$ cat config.mk
export PLATFORM = sky130hd
export DESIGN_NAME = apb_subsys_top
export DESIGN_NICKNAME = d
export VERILOG_FILES = /design/src/design/apb_bridge_pkg.sv /design/src/design/apb_subsys_top.sv /design/src/design/apb_regbank.sv /design/src/design/apb_decoder.sv /design/src/design/iob2apb.sv
export VERILOG_INCLUDE_DIRS = /design/src /design/src/design
export SDC_FILE = /design/constraint.sdc
export NUM_CORES = 2
export LEC_CHECK = 0
export BUFFER_PORTS_ARGS = -buffer_cell sky130_fd_sc_hd__buf_2
export CAP_MARGIN = 10
export CORE_UTILIZATION = 30
export CTS_BUF_LIST = sky130_fd_sc_hd__clkbuf_4
export DETAILED_ROUTE_END_ITERATION = 12
export HOLD_SLACK_MARGIN = 0.08
export PLACE_DENSITY = 0.4
export SYNTH_ARGS = -nofsm -noshare
export SYNTH_HDL_FRONTEND = slang
export SYNTH_SLANG_ARGS = --single-unit
$ cat constraint.sdc
create_clock -name clk_i -period 2.54 [get_ports clk_i]
set_input_delay 0.381 -clock clk_i [delete_from_list [all_inputs] [get_ports clk_i]]
set_output_delay 0.381 -clock clk_i [all_outputs]
set_load 0.03 [all_outputs]
$ cat src/design/apb_bridge_settings.svh
`ifndef APB_BRIDGE_SETTINGS_SVH
`define APB_BRIDGE_SETTINGS_SVH

// Bus widths shared by the IOb and APB sides
`define APB_ADDR_W 12
`define APB_DATA_W 32

// Words per register bank
`define REGBANK_DEPTH 16

// Wait states inserted by each bank
`define BANK0_WAIT 0
`define BANK1_WAIT 3

`endif
$ cat src/design/apb_bridge_pkg.sv
`default_nettype none

`include "apb_bridge_settings.svh"

package apb_bridge_pkg;

   localparam int ADDR_W = `APB_ADDR_W;
   localparam int DATA_W = `APB_DATA_W;
   localparam int STRB_W = DATA_W / 8;   // One strobe per byte lane

   // IOb requester to bridge
   typedef struct packed {
      logic              valid;
      logic [ADDR_W-1:0] addr;
      logic [DATA_W-1:0] wdata;
      logic [STRB_W-1:0] wstrb;          // Any bit set means write
      logic              rready;
   } iob_req_t;

   // Bridge back to IOb requester
   typedef struct packed {
      logic              ready;
      logic              rvalid;
      logic [DATA_W-1:0] rdata;
   } iob_rsp_t;

   // APB master side request
   typedef struct packed {
      logic              sel;
      logic              enable;
      logic              write;
      logic [ADDR_W-1:0] addr;
      logic [DATA_W-1:0] wdata;
      logic [STRB_W-1:0] wstrb;
   } apb_req_t;

   // APB slave side response
   typedef struct packed {
      logic              ready;
      logic [DATA_W-1:0] rdata;
   } apb_rsp_t;

endpackage

`default_nettype wire

$ cat src/design/apb_subsys_top.sv
`timescale 1ns/1ps
`default_nettype none

`include "apb_bridge_settings.svh"

module apb_subsys_top (
   input  wire                     clk_i,
   input  wire                     rst_n_i,
   input  apb_bridge_pkg::iob_req_t iob_req_i,
   output apb_bridge_pkg::iob_rsp_t iob_rsp_o
);

   import apb_bridge_pkg::*;

   apb_req_t apb_req;
   apb_rsp_t apb_rsp;
   apb_req_t bank0_req;
   apb_rsp_t bank0_rsp;
   apb_req_t bank1_req;
   apb_rsp_t bank1_rsp;

   iob2apb u_bridge (
      .clk_i    (clk_i),
      .rst_n_i  (rst_n_i),
      .iob_req_i(iob_req_i),
      .iob_rsp_o(iob_rsp_o),
      .apb_req_o(apb_req),
      .apb_rsp_i(apb_rsp)
   );

   apb_decoder u_decoder (
      .clk_i      (clk_i),
      .rst_n_i    (rst_n_i),
      .apb_req_i  (apb_req),
      .apb_rsp_o  (apb_rsp),
      .bank0_req_o(bank0_req),
      .bank1_req_o(bank1_req),
      .bank0_rsp_i(bank0_rsp),
      .bank1_rsp_i(bank1_rsp)
   );

   // Fast bank at the bottom half of the address space
   apb_regbank #(
      .DEPTH(`REGBANK_DEPTH),
      .WAIT (`BANK0_WAIT)
   ) u_bank0 (
      .clk_i    (clk_i),
      .rst_n_i  (rst_n_i),
      .apb_req_i(bank0_req),
      .apb_rsp_o(bank0_rsp)
   );

   apb_regbank #(
      .DEPTH(`REGBANK_DEPTH),
      .WAIT (`BANK1_WAIT)
   ) u_bank1 (
      .clk_i    (clk_i),
      .rst_n_i  (rst_n_i),
      .apb_req_i(bank1_req),
      .apb_rsp_o(bank1_rsp)
   );

endmodule

`default_nettype wire

$ cat src/design/apb_regbank.sv
`timescale 1ns/1ps
`default_nettype none

`include "apb_bridge_settings.svh"

module apb_regbank #(
   parameter int DEPTH = `REGBANK_DEPTH,
   parameter int WAIT  = `BANK0_WAIT
) (
   input  wire                     clk_i,
   input  wire                     rst_n_i,
   input  apb_bridge_pkg::apb_req_t apb_req_i,
   output apb_bridge_pkg::apb_rsp_t apb_rsp_o
);

   import apb_bridge_pkg::*;

   localparam int OFFS_W = $clog2(STRB_W);              // Byte offset bits
   localparam int IDX_W  = (DEPTH > 1) ? $clog2(DEPTH) : 1;
   localparam int CNT_W  = (WAIT > 0) ? $clog2(WAIT + 1) : 1;

   logic [DATA_W-1:0]        mem [DEPTH];
   logic [ADDR_W-OFFS_W-1:0] word_addr;
   logic [IDX_W-1:0]         idx;
   logic [CNT_W-1:0]         wait_cnt;
   logic                     access;
   logic                     ready;

   assign word_addr = apb_req_i.addr[ADDR_W-1:OFFS_W];
   assign idx       = IDX_W'(word_addr % DEPTH);   // Wraps inside the bank

   assign access = apb_req_i.sel & apb_req_i.enable;
   assign ready  = access & (wait_cnt == CNT_W'(WAIT));

   assign apb_rsp_o.ready = ready;
   assign apb_rsp_o.rdata = ready ? mem[idx] : '0;

   // Counts completed access cycles of the current transfer
   always_ff @(posedge clk_i) begin
      if (!rst_n_i) begin
         wait_cnt <= '0;
      end else if (!access || ready) begin
         wait_cnt <= '0;
      end else begin
         wait_cnt <= wait_cnt + 1'b1;
      end
   end

   always_ff @(posedge clk_i) begin
      if (!rst_n_i) begin
         for (int w = 0; w < DEPTH; w++) begin
            mem[w] <= '0;
         end
      end else if (ready && apb_req_i.write) begin
         for (int b = 0; b < STRB_W; b++) begin
            if (apb_req_i.wstrb[b]) begin
               mem[idx][8*b +: 8] <= apb_req_i.wdata[8*b +: 8];   // Byte merge
            end
         end
      end
   end

   a_ready_needs_sel : assert property (
      @(posedge clk_i) disable iff (!rst_n_i)
      apb_rsp_o.ready |-> apb_req_i.sel
   ) else $error("Bank ready without sel");

endmodule

`default_nettype wire

$ cat src/design/apb_decoder.sv
`timescale 1ns/1ps
`default_nettype none

module apb_decoder (
   input  wire                     clk_i,
   input  wire                     rst_n_i,
   input  apb_bridge_pkg::apb_req_t apb_req_i,
   output apb_bridge_pkg::apb_rsp_t apb_rsp_o,
   output apb_bridge_pkg::apb_req_t bank0_req_o,
   output apb_bridge_pkg::apb_req_t bank1_req_o,
   input  apb_bridge_pkg::apb_rsp_t bank0_rsp_i,
   input  apb_bridge_pkg::apb_rsp_t bank1_rsp_i
);

   import apb_bridge_pkg::*;

   logic              bank_sel;    // High selects bank 1
   logic [ADDR_W-1:0] local_addr;

   assign bank_sel   = apb_req_i.addr[ADDR_W-1];
   assign local_addr = {1'b0, apb_req_i.addr[ADDR_W-2:0]};

   always_comb begin
      bank0_req_o        = apb_req_i;
      bank0_req_o.addr   = local_addr;
      bank0_req_o.sel    = apb_req_i.sel & ~bank_sel;
      bank0_req_o.enable = apb_req_i.enable & ~bank_sel;
   end

   always_comb begin
      bank1_req_o        = apb_req_i;
      bank1_req_o.addr   = local_addr;
      bank1_req_o.sel    = apb_req_i.sel & bank_sel;
      bank1_req_o.enable = apb_req_i.enable & bank_sel;
   end

   // Response from whichever bank the address points at
   assign apb_rsp_o = bank_sel ? bank1_rsp_i : bank0_rsp_i;

   a_one_bank_sel : assert property (
      @(posedge clk_i) disable iff (!rst_n_i)
      !(bank0_req_o.sel && bank1_req_o.sel)
   ) else $error("Both banks selected at once");

endmodule

`default_nettype wire

$ cat src/design/iob2apb.sv
`timescale 1ns/1ps
`default_nettype none

module iob2apb (
   input  wire                     clk_i,
   input  wire                     rst_n_i,
   input  apb_bridge_pkg::iob_req_t iob_req_i,
   output apb_bridge_pkg::iob_rsp_t iob_rsp_o,
   output apb_bridge_pkg::apb_req_t apb_req_o,
   input  apb_bridge_pkg::apb_rsp_t apb_rsp_i
);

   import apb_bridge_pkg::*;

   typedef enum logic [1:0] {
      WAIT_VALID  = 2'd0,
      WAIT_READY  = 2'd1,
      WAIT_RREADY = 2'd2
   } state_t;

   state_t            state_q;
   state_t            state_d;
   logic              active;      // Drives both sel and enable
   logic              is_write;
   logic              rvalid_q;
   logic              rvalid_d;
   logic              capture;
   logic [DATA_W-1:0] rdata_q;

   assign is_write = |iob_req_i.wstrb;

   // APB request follows the IOb request directly
   assign apb_req_o.sel    = active;
   assign apb_req_o.enable = active;
   assign apb_req_o.write  = is_write;
   assign apb_req_o.addr   = iob_req_i.addr;
   assign apb_req_o.wdata  = iob_req_i.wdata;
   assign apb_req_o.wstrb  = iob_req_i.wstrb;

   assign iob_rsp_o.ready  = apb_rsp_i.ready;   // Straight through
   assign iob_rsp_o.rvalid = rvalid_q;
   assign iob_rsp_o.rdata  = rdata_q;

   always_comb begin
      state_d  = state_q;
      active   = 1'b0;
      rvalid_d = 1'b0;

      case (state_q)
         WAIT_VALID: begin
            if (iob_req_i.valid) begin
               active = 1'b1;
               if (!apb_rsp_i.ready) begin
                  state_d = WAIT_READY;
               end else if (!is_write) begin   // Zero-wait read done at once
                  state_d  = WAIT_RREADY;
                  rvalid_d = 1'b1;
               end
            end
         end
         WAIT_READY: begin
            active = 1'b1;
            if (apb_rsp_i.ready) begin
               if (is_write) begin
                  state_d = WAIT_VALID;        // No read data to return
               end else begin
                  state_d  = WAIT_RREADY;
                  rvalid_d = 1'b1;
               end
            end
         end
         default: begin
            // Hold rvalid until the requester takes the data
            if (iob_req_i.rready) begin
               state_d = WAIT_VALID;
            end else begin
               rvalid_d = 1'b1;
            end
         end
      endcase
   end

   assign capture = active & apb_rsp_i.ready & ~is_write;

   always_ff @(posedge clk_i) begin
      if (!rst_n_i) begin
         state_q  <= WAIT_VALID;
         rvalid_q <= 1'b0;
         rdata_q  <= '0;
      end else begin
         state_q  <= state_d;
         rvalid_q <= rvalid_d;
         if (capture) begin
            rdata_q <= apb_rsp_i.rdata;
         end
      end
   end

   // No APB activity while read data waits for the requester
   a_no_enable_in_rready : assert property (
      @(posedge clk_i) disable iff (!rst_n_i)
      (state_q == WAIT_RREADY) |-> !apb_req_o.enable
   ) else $error("APB enable high while waiting for rready");

   a_no_rvalid_after_write : assert property (
      @(posedge clk_i) disable iff (!rst_n_i)
      (apb_rsp_i.ready && apb_req_o.sel && apb_req_o.write) |=> !iob_rsp_o.rvalid
   ) else $error("rvalid raised after a write transfer");

endmodule

`default_nettype wire

### After elaboration in Yosys (flattened, before gate mapping)

Memories as Yosys holds them, arrays and structs flattened.
Index checks and enable logic that the tools add are counted.

| storage, ports and cells | value |
|---|---|
| register bits | 38 |
| RAM bits | 1024 |
| input bits | 52 |
| output and inout bits | 34 |
| logic and storage cells | 90 |
| memories | 2 |

Memories:

| memory | depth | width | rd ports | clocked after Yosys merged registers in | write ports | RTL line | RTL |
|---|---|---|---|---|---|---|---|
| u_bank0.mem | 16 | 32 | 1 | 0 | 16 | apb_regbank.sv:22 | `logic [DATA_W-1:0] mem [DEPTH];` |
| u_bank1.mem | 16 | 32 | 1 | 0 | 16 | apb_regbank.sv:22 |  |

| operators by class | value |
|---|---|
| add/subtract/negate cells | 2 |
| eq/ne operators | 5 |
| multiplexer cells | 52 |
| bitwise gates (word level) | 10 |
| reductions and logical operators | 14 |

Operators with widths:

| operator | number |
|---|---|
| $mux W32 | 4 |
| $reduce_or A32 Y1 | 2 |
| $mux W1 | 34 |
| $mux W33 | 1 |
| $mux W4 | 4 |
| $mux W2 | 6 |
| $and A1 B1 Y1 | 6 |
| $not A1 Y1 | 4 |
| $pmux W1 S2 | 2 |
| $pmux W2 S2 | 1 |
| $reduce_and A4 Y1 | 1 |
| $reduce_or A2 Y1 | 2 |
| $reduce_or A4 Y1 | 1 |
| $ne A3 B3 Y1 const B | 1 |
| $reduce_bool A3 Y1 | 1 |
| $add A2 B1 Y2 const B | 1 |
| $eq A2 B1 Y1 const B | 1 |
| $eq A2 B2 Y1 const B | 1 |
| $logic_and A1 B1 Y1 | 2 |
| $logic_not A1 Y1 | 2 |
| $logic_not A2 Y1 | 1 |
| $logic_or A1 B1 Y1 | 2 |
| $ne A2 B1 Y1 const B | 1 |
| $ne A2 B2 Y1 const B | 1 |
| $add A1 B1 Y1 const B | 1 |

### Depth between registers and ports, before layout

| depth | value |
|---|---|
| depth in word-level cells | 10 |
| gate-level depth with buffers | 10 |
| depth with buffers taken out | 6 |

### Modules after synthesis

From an unflattened synthesis, not the netlist that was laid out.

| second synthesis, totals | value |
|---|---|
| cell total of the unflattened synthesis | 3526 |
| area, all modules | 52867.0 um^2 |

Modules (own cells, without submodules):

| module | instances | cells an instance | area each (um^2) | sequential area each (um^2) |
|---|---|---|---|---|
| apb_regbank (u_bank0) | 1 | 1589 | 24881.4 | 15394.8 |
| apb_regbank (u_bank1) | 1 | 1592 | 24858.8 | 15414.8 |
| iob2apb | 1 | 205 | 1830.5 | 700.7 |
| apb_decoder | 1 | 140 | 1296.2 | 0.0 |

### Least setup slack after synthesis

No wires, ideal clock.

| timing path | value |
|---|---|
| path type | input to register |
| from | input iob_req_i[39] in the netlist's numbering |
| to | memory u_bank1.mem[7][0] in the netlist's numbering, enable pin |
| setup time | 384 ps |
| data arrival time | 1983 ps |
| data required time | 2156 ps |
| path slack | 173 ps |
| cell stages on the path | 6 |
| path buffers | 3 |
| cell sequence | buf_6 > buf_8 > nor2b_1 > nand3_1 > clkbuf_1 > o21ai_0 |

RTL lines:

| element | RTL line | RTL |
|---|---|---|
| from (decl) | apb_subsys_top.sv:9 | `input apb_bridge_pkg::iob_req_t iob_req_i,` |
| to (decl) | apb_regbank.sv:22 |  |

==> flow_metrics.py <==
metrics = {
    "synth": {
        "yosysTopAreaCell": "edfxtp_1",
        "yosysSeqAreaShare_pct": 64.1,
        "ys.flop_type": "edfxtp_1",
        "synthesis.nets": 3605,
        "synth_async_sr_flop_share_pct": 0,
        "synthesis.area_sq_um": 49200,
        "netlist_instances": 3552,
        "synth.area.top_cells": "edfxtp_1, and2_1, mux4_2",
        "synth_edf_count": 1024,
        "ys_warn_count": 0,
        "synth_area_per_cell_sq_um": 13.8,
        "synth-seq-cells": 1062,
        "yosys.area.top_type_share_pct": 62.5,
        "post_synth_num_cell_types": 49,
    },
    "global_routing": {
        "grt_usage_pct": 19.5,
        "gr-total-overflow": 0,
        "grt_pass1_vias": 31765,
        "grt_pass1_wl_um": 230000,
        "grt_max_degree": 98,
        "antenna_found_initial": 9,
    },
    "floorplan": {
        "design.die.area_sq_um": 166000,
        "rows": 148,
        "die_x_um": 407,
        "coreArea_sq_um": 163000,
        "die_h_um": 407,
        "boundaryPins": 86,
        "start_util_pct": 30.2,
    },
    "placed_design": {
        "placed_cells": 5899,
        "hpwl_um": 104000,
        "place.port_buffers": 78,
        "gp_congestion": 0.765,
    },
    "sta": {
        "hold_viol": 0,
        "grt_setup_unrepaired": "yes",
        "slew_viol_final": 0,
        "period_minus_slack_ps": 2540,
        "timing.slew.headroom_pct": 20.4,
        "finalSetupViolations": 1,
        "worst_pin_slew_ps": 1190,
        "max_freq_mhz": 393,
        "finalCritPeriodShare_pct": 100,
        "fin_setup_tns_ps": -1.75,
        "setup_ws_ps": -1.75,
        "fin_skew_ps": 90.6,
    },
    "drt": {
        "routed_wl_um": 161000,
        "remaining_drc_errors": 0,
        "vias_per_cell": 4.73,
        "ant_nets": 0,
        "drtPass1Iterations": 5,
        "vias": 30818,
        "dr.first_iter.drc_count": 2119,
        "wl_per_cell_um": 24.7,
    },
    "setup_path": {
        "cp.required_ps": 2160,
        "worstSetupPathType": "flip-flop to output pin",
        "critPathMaxFanout": 2,
        "cp.arrival_ps": 2160,
        "end_kind": "output pin",
        "worst_setup_path_start_kind": "flip-flop",
    },
    "power": {
        "power_density_nw_per_um2": 667,
        "peakVddDrop_uv": 323,
        "power_leakage_nw": 22.7,
    },
    "clock_tree": {
        "root_buffer": "clkbuf_4",
        "clock_tree.buffer_depth": 4,
        "clock-sinks": 1062,
        "cts_tree": "built",
        "worstSkewPairLatency_ps": 1280,
        "clkTransAtPathRegs_ps": 70,
        "cts_inserted_buffers": 319,
        "cts_htree_levels": 5,
    },
    "worst_hold_path": {
        "hold_class": "primary input to flip-flop",
    },
    "outcome": {
        "outcome": "finished, violations left",
        "violations": "setup timing",
    },
    "finish": {
        "final_cell_mix": "edfxtp_1, and2_1, clkbuf_4",
        "areaGrowthSynthToFinish_pct": 20.0,
        "layout_commonest_cell": "edfxtp_1",
        "fillers": 15887,
        "instances_no_fill": 6512,
        "fin_nets": 4155,
        "multi_input_area_sq_um": 16300,
        "seq_area_sq_um": 31500,
        "drive_gt1_share_pct": 28.5,
    },
    "flow_run": {
        "max-cap-violations": 0,
    },
}
-- power by group --
| part | switching, mW | internal [mW] | leakage [nW] |
|---|---|---|---|
| Combinational | 1.96 | 1.12 | 9.36 |
| Sequential | 0.161 | 19.7 | 10.9 |
| Clock | 7.54 | 8.89 | 2.39 |
-- cells by family (layout without fill, tap and decap cells) --
kind of cell,Yosys count,after routing,share of synthesized area [%]
buf+inv,304,1079,2.95
flops,1062,1062,64.1
fa+ha+maj,1,1,0.0254
mux,414,414,11.3
compound gates,479,479,6.21
other cells,1,11,0.00762
simple gates,1291,1291,15.5
-- repair_timing --
action                                  CTS  global route
gates resized for setup                  10             7
setup buffers                             3             1
setup endpoints to repair                 1             3
hold buffers                             55             0
pin swaps                                 3             1
endpoints found under the hold margin  2085             0
-- critical path, cell delays in order, from the launching register on --
cell     delay, ps
dfxtp_1        300
or2_4          240
a21oi_4        160
buf_6          120
buf_6          120
-- state kept, by name (all words and copies together) (netlist names) --
signal and flops:
u_bridge.rvalid_q 1, u_bank1.wait_cnt 2, u_bridge.rdata_q 32, u_bridge.state_q 2
u_bank0.mem 512, u_bank1.mem 512, u_bank0.wait_cnt 1
-- layer usage --
metal	share of wire (%)	global-route usage (%)
met3	4.2	3.13
met2	46	30.3
met1	48	27.8
met5	0.0044	0
met4	2.4	6.19
-- worst paths after layout --
check | from | to | slack [ps] | depth (start not counted)
min reg2reg | u_bank1.wait_cnt[0]$_SDFF_PP0_ | u_bank1.wait_cnt[0]$_SDFF_PP0_ | 430 | 1
max reg2reg | u_bridge.state_q[0]$_SDFFE_PN0P_ | u_bank0.mem[9][31]$_SDFFCE_PN0P_ | 110 | 10
min | rst_n_i | u_bridge.state_q[0]$_SDFFE_PN0P_ | 240 | 4
max | u_bank0.wait_cnt$_SDFF_PP0_ | iob_rsp_o[33] | -2 | 4
-- stage by stage --
stage | hold slack, ps | util, % | cell area [sq um] | total power [mW] | setup WS (ps)
2_1_floorplan | 399 | - | 49200 | 21.7 | 173
3_3_place_gp | 411 | 33.4 | 54400 | 23.3 | 19.3
3_5_place_dp | 420 | 33.4 | 54400 | 23.3 | -13.7
4_1_cts | 230 | 36.2 | 59000 | 40.0 | -230
5_1_grt | 119 | 36.3 | 59000 | 41.0 | -199
6_report | 240 | 36.3 | 59000 | 39.4 | -1.75
-- cell usage after synthesis, types with 16 or more instances --
| library cell | n |
|---|---|
| buf_2 | 23 |
| buf_6 | 20 |
| a31oi_1 | 32 |
| nor2_1 | 142 |
| o22ai_1 | 62 |
| a211o_1 | 31 |
| clkbuf_1 | 220 |
| a211oi_1 | 33 |
| dfxtp_1 | 38 |
| nand2_1 | 48 |
| a21oi_1 | 37 |
| edfxtp_1 | 1024 |
| a22oi_1 | 63 |
| and2_1 | 969 |
| and3_1 | 64 |
| mux4_2 | 99 |
| mux2_2 | 126 |
| mux2i_1 | 189 |
| o2111ai_1 | 16 |
| buf_4 | 27 |
| o21ai_0 | 171 |
| nor2b_1 | 40 |
-- cell type report --
| type | instances | area share [%] |
|---|---|---|
| Sequential cell | 1062 | 53.4 |
| Multi-Input combinational cell | 2186 | 27.7 |
| Timing Repair Buffer | 530 | 7.57 |
| Clock buffer | 496 | 6.31 |
| Tap cell | 2175 | 4.61 |
| Clock inverter | 50 | 0.367 |
| Antenna cell | 10 | 0.0424 |
| Inverter | 3 | 0.0191 |
No activity file was read; power rests on OpenSTA's default activity.
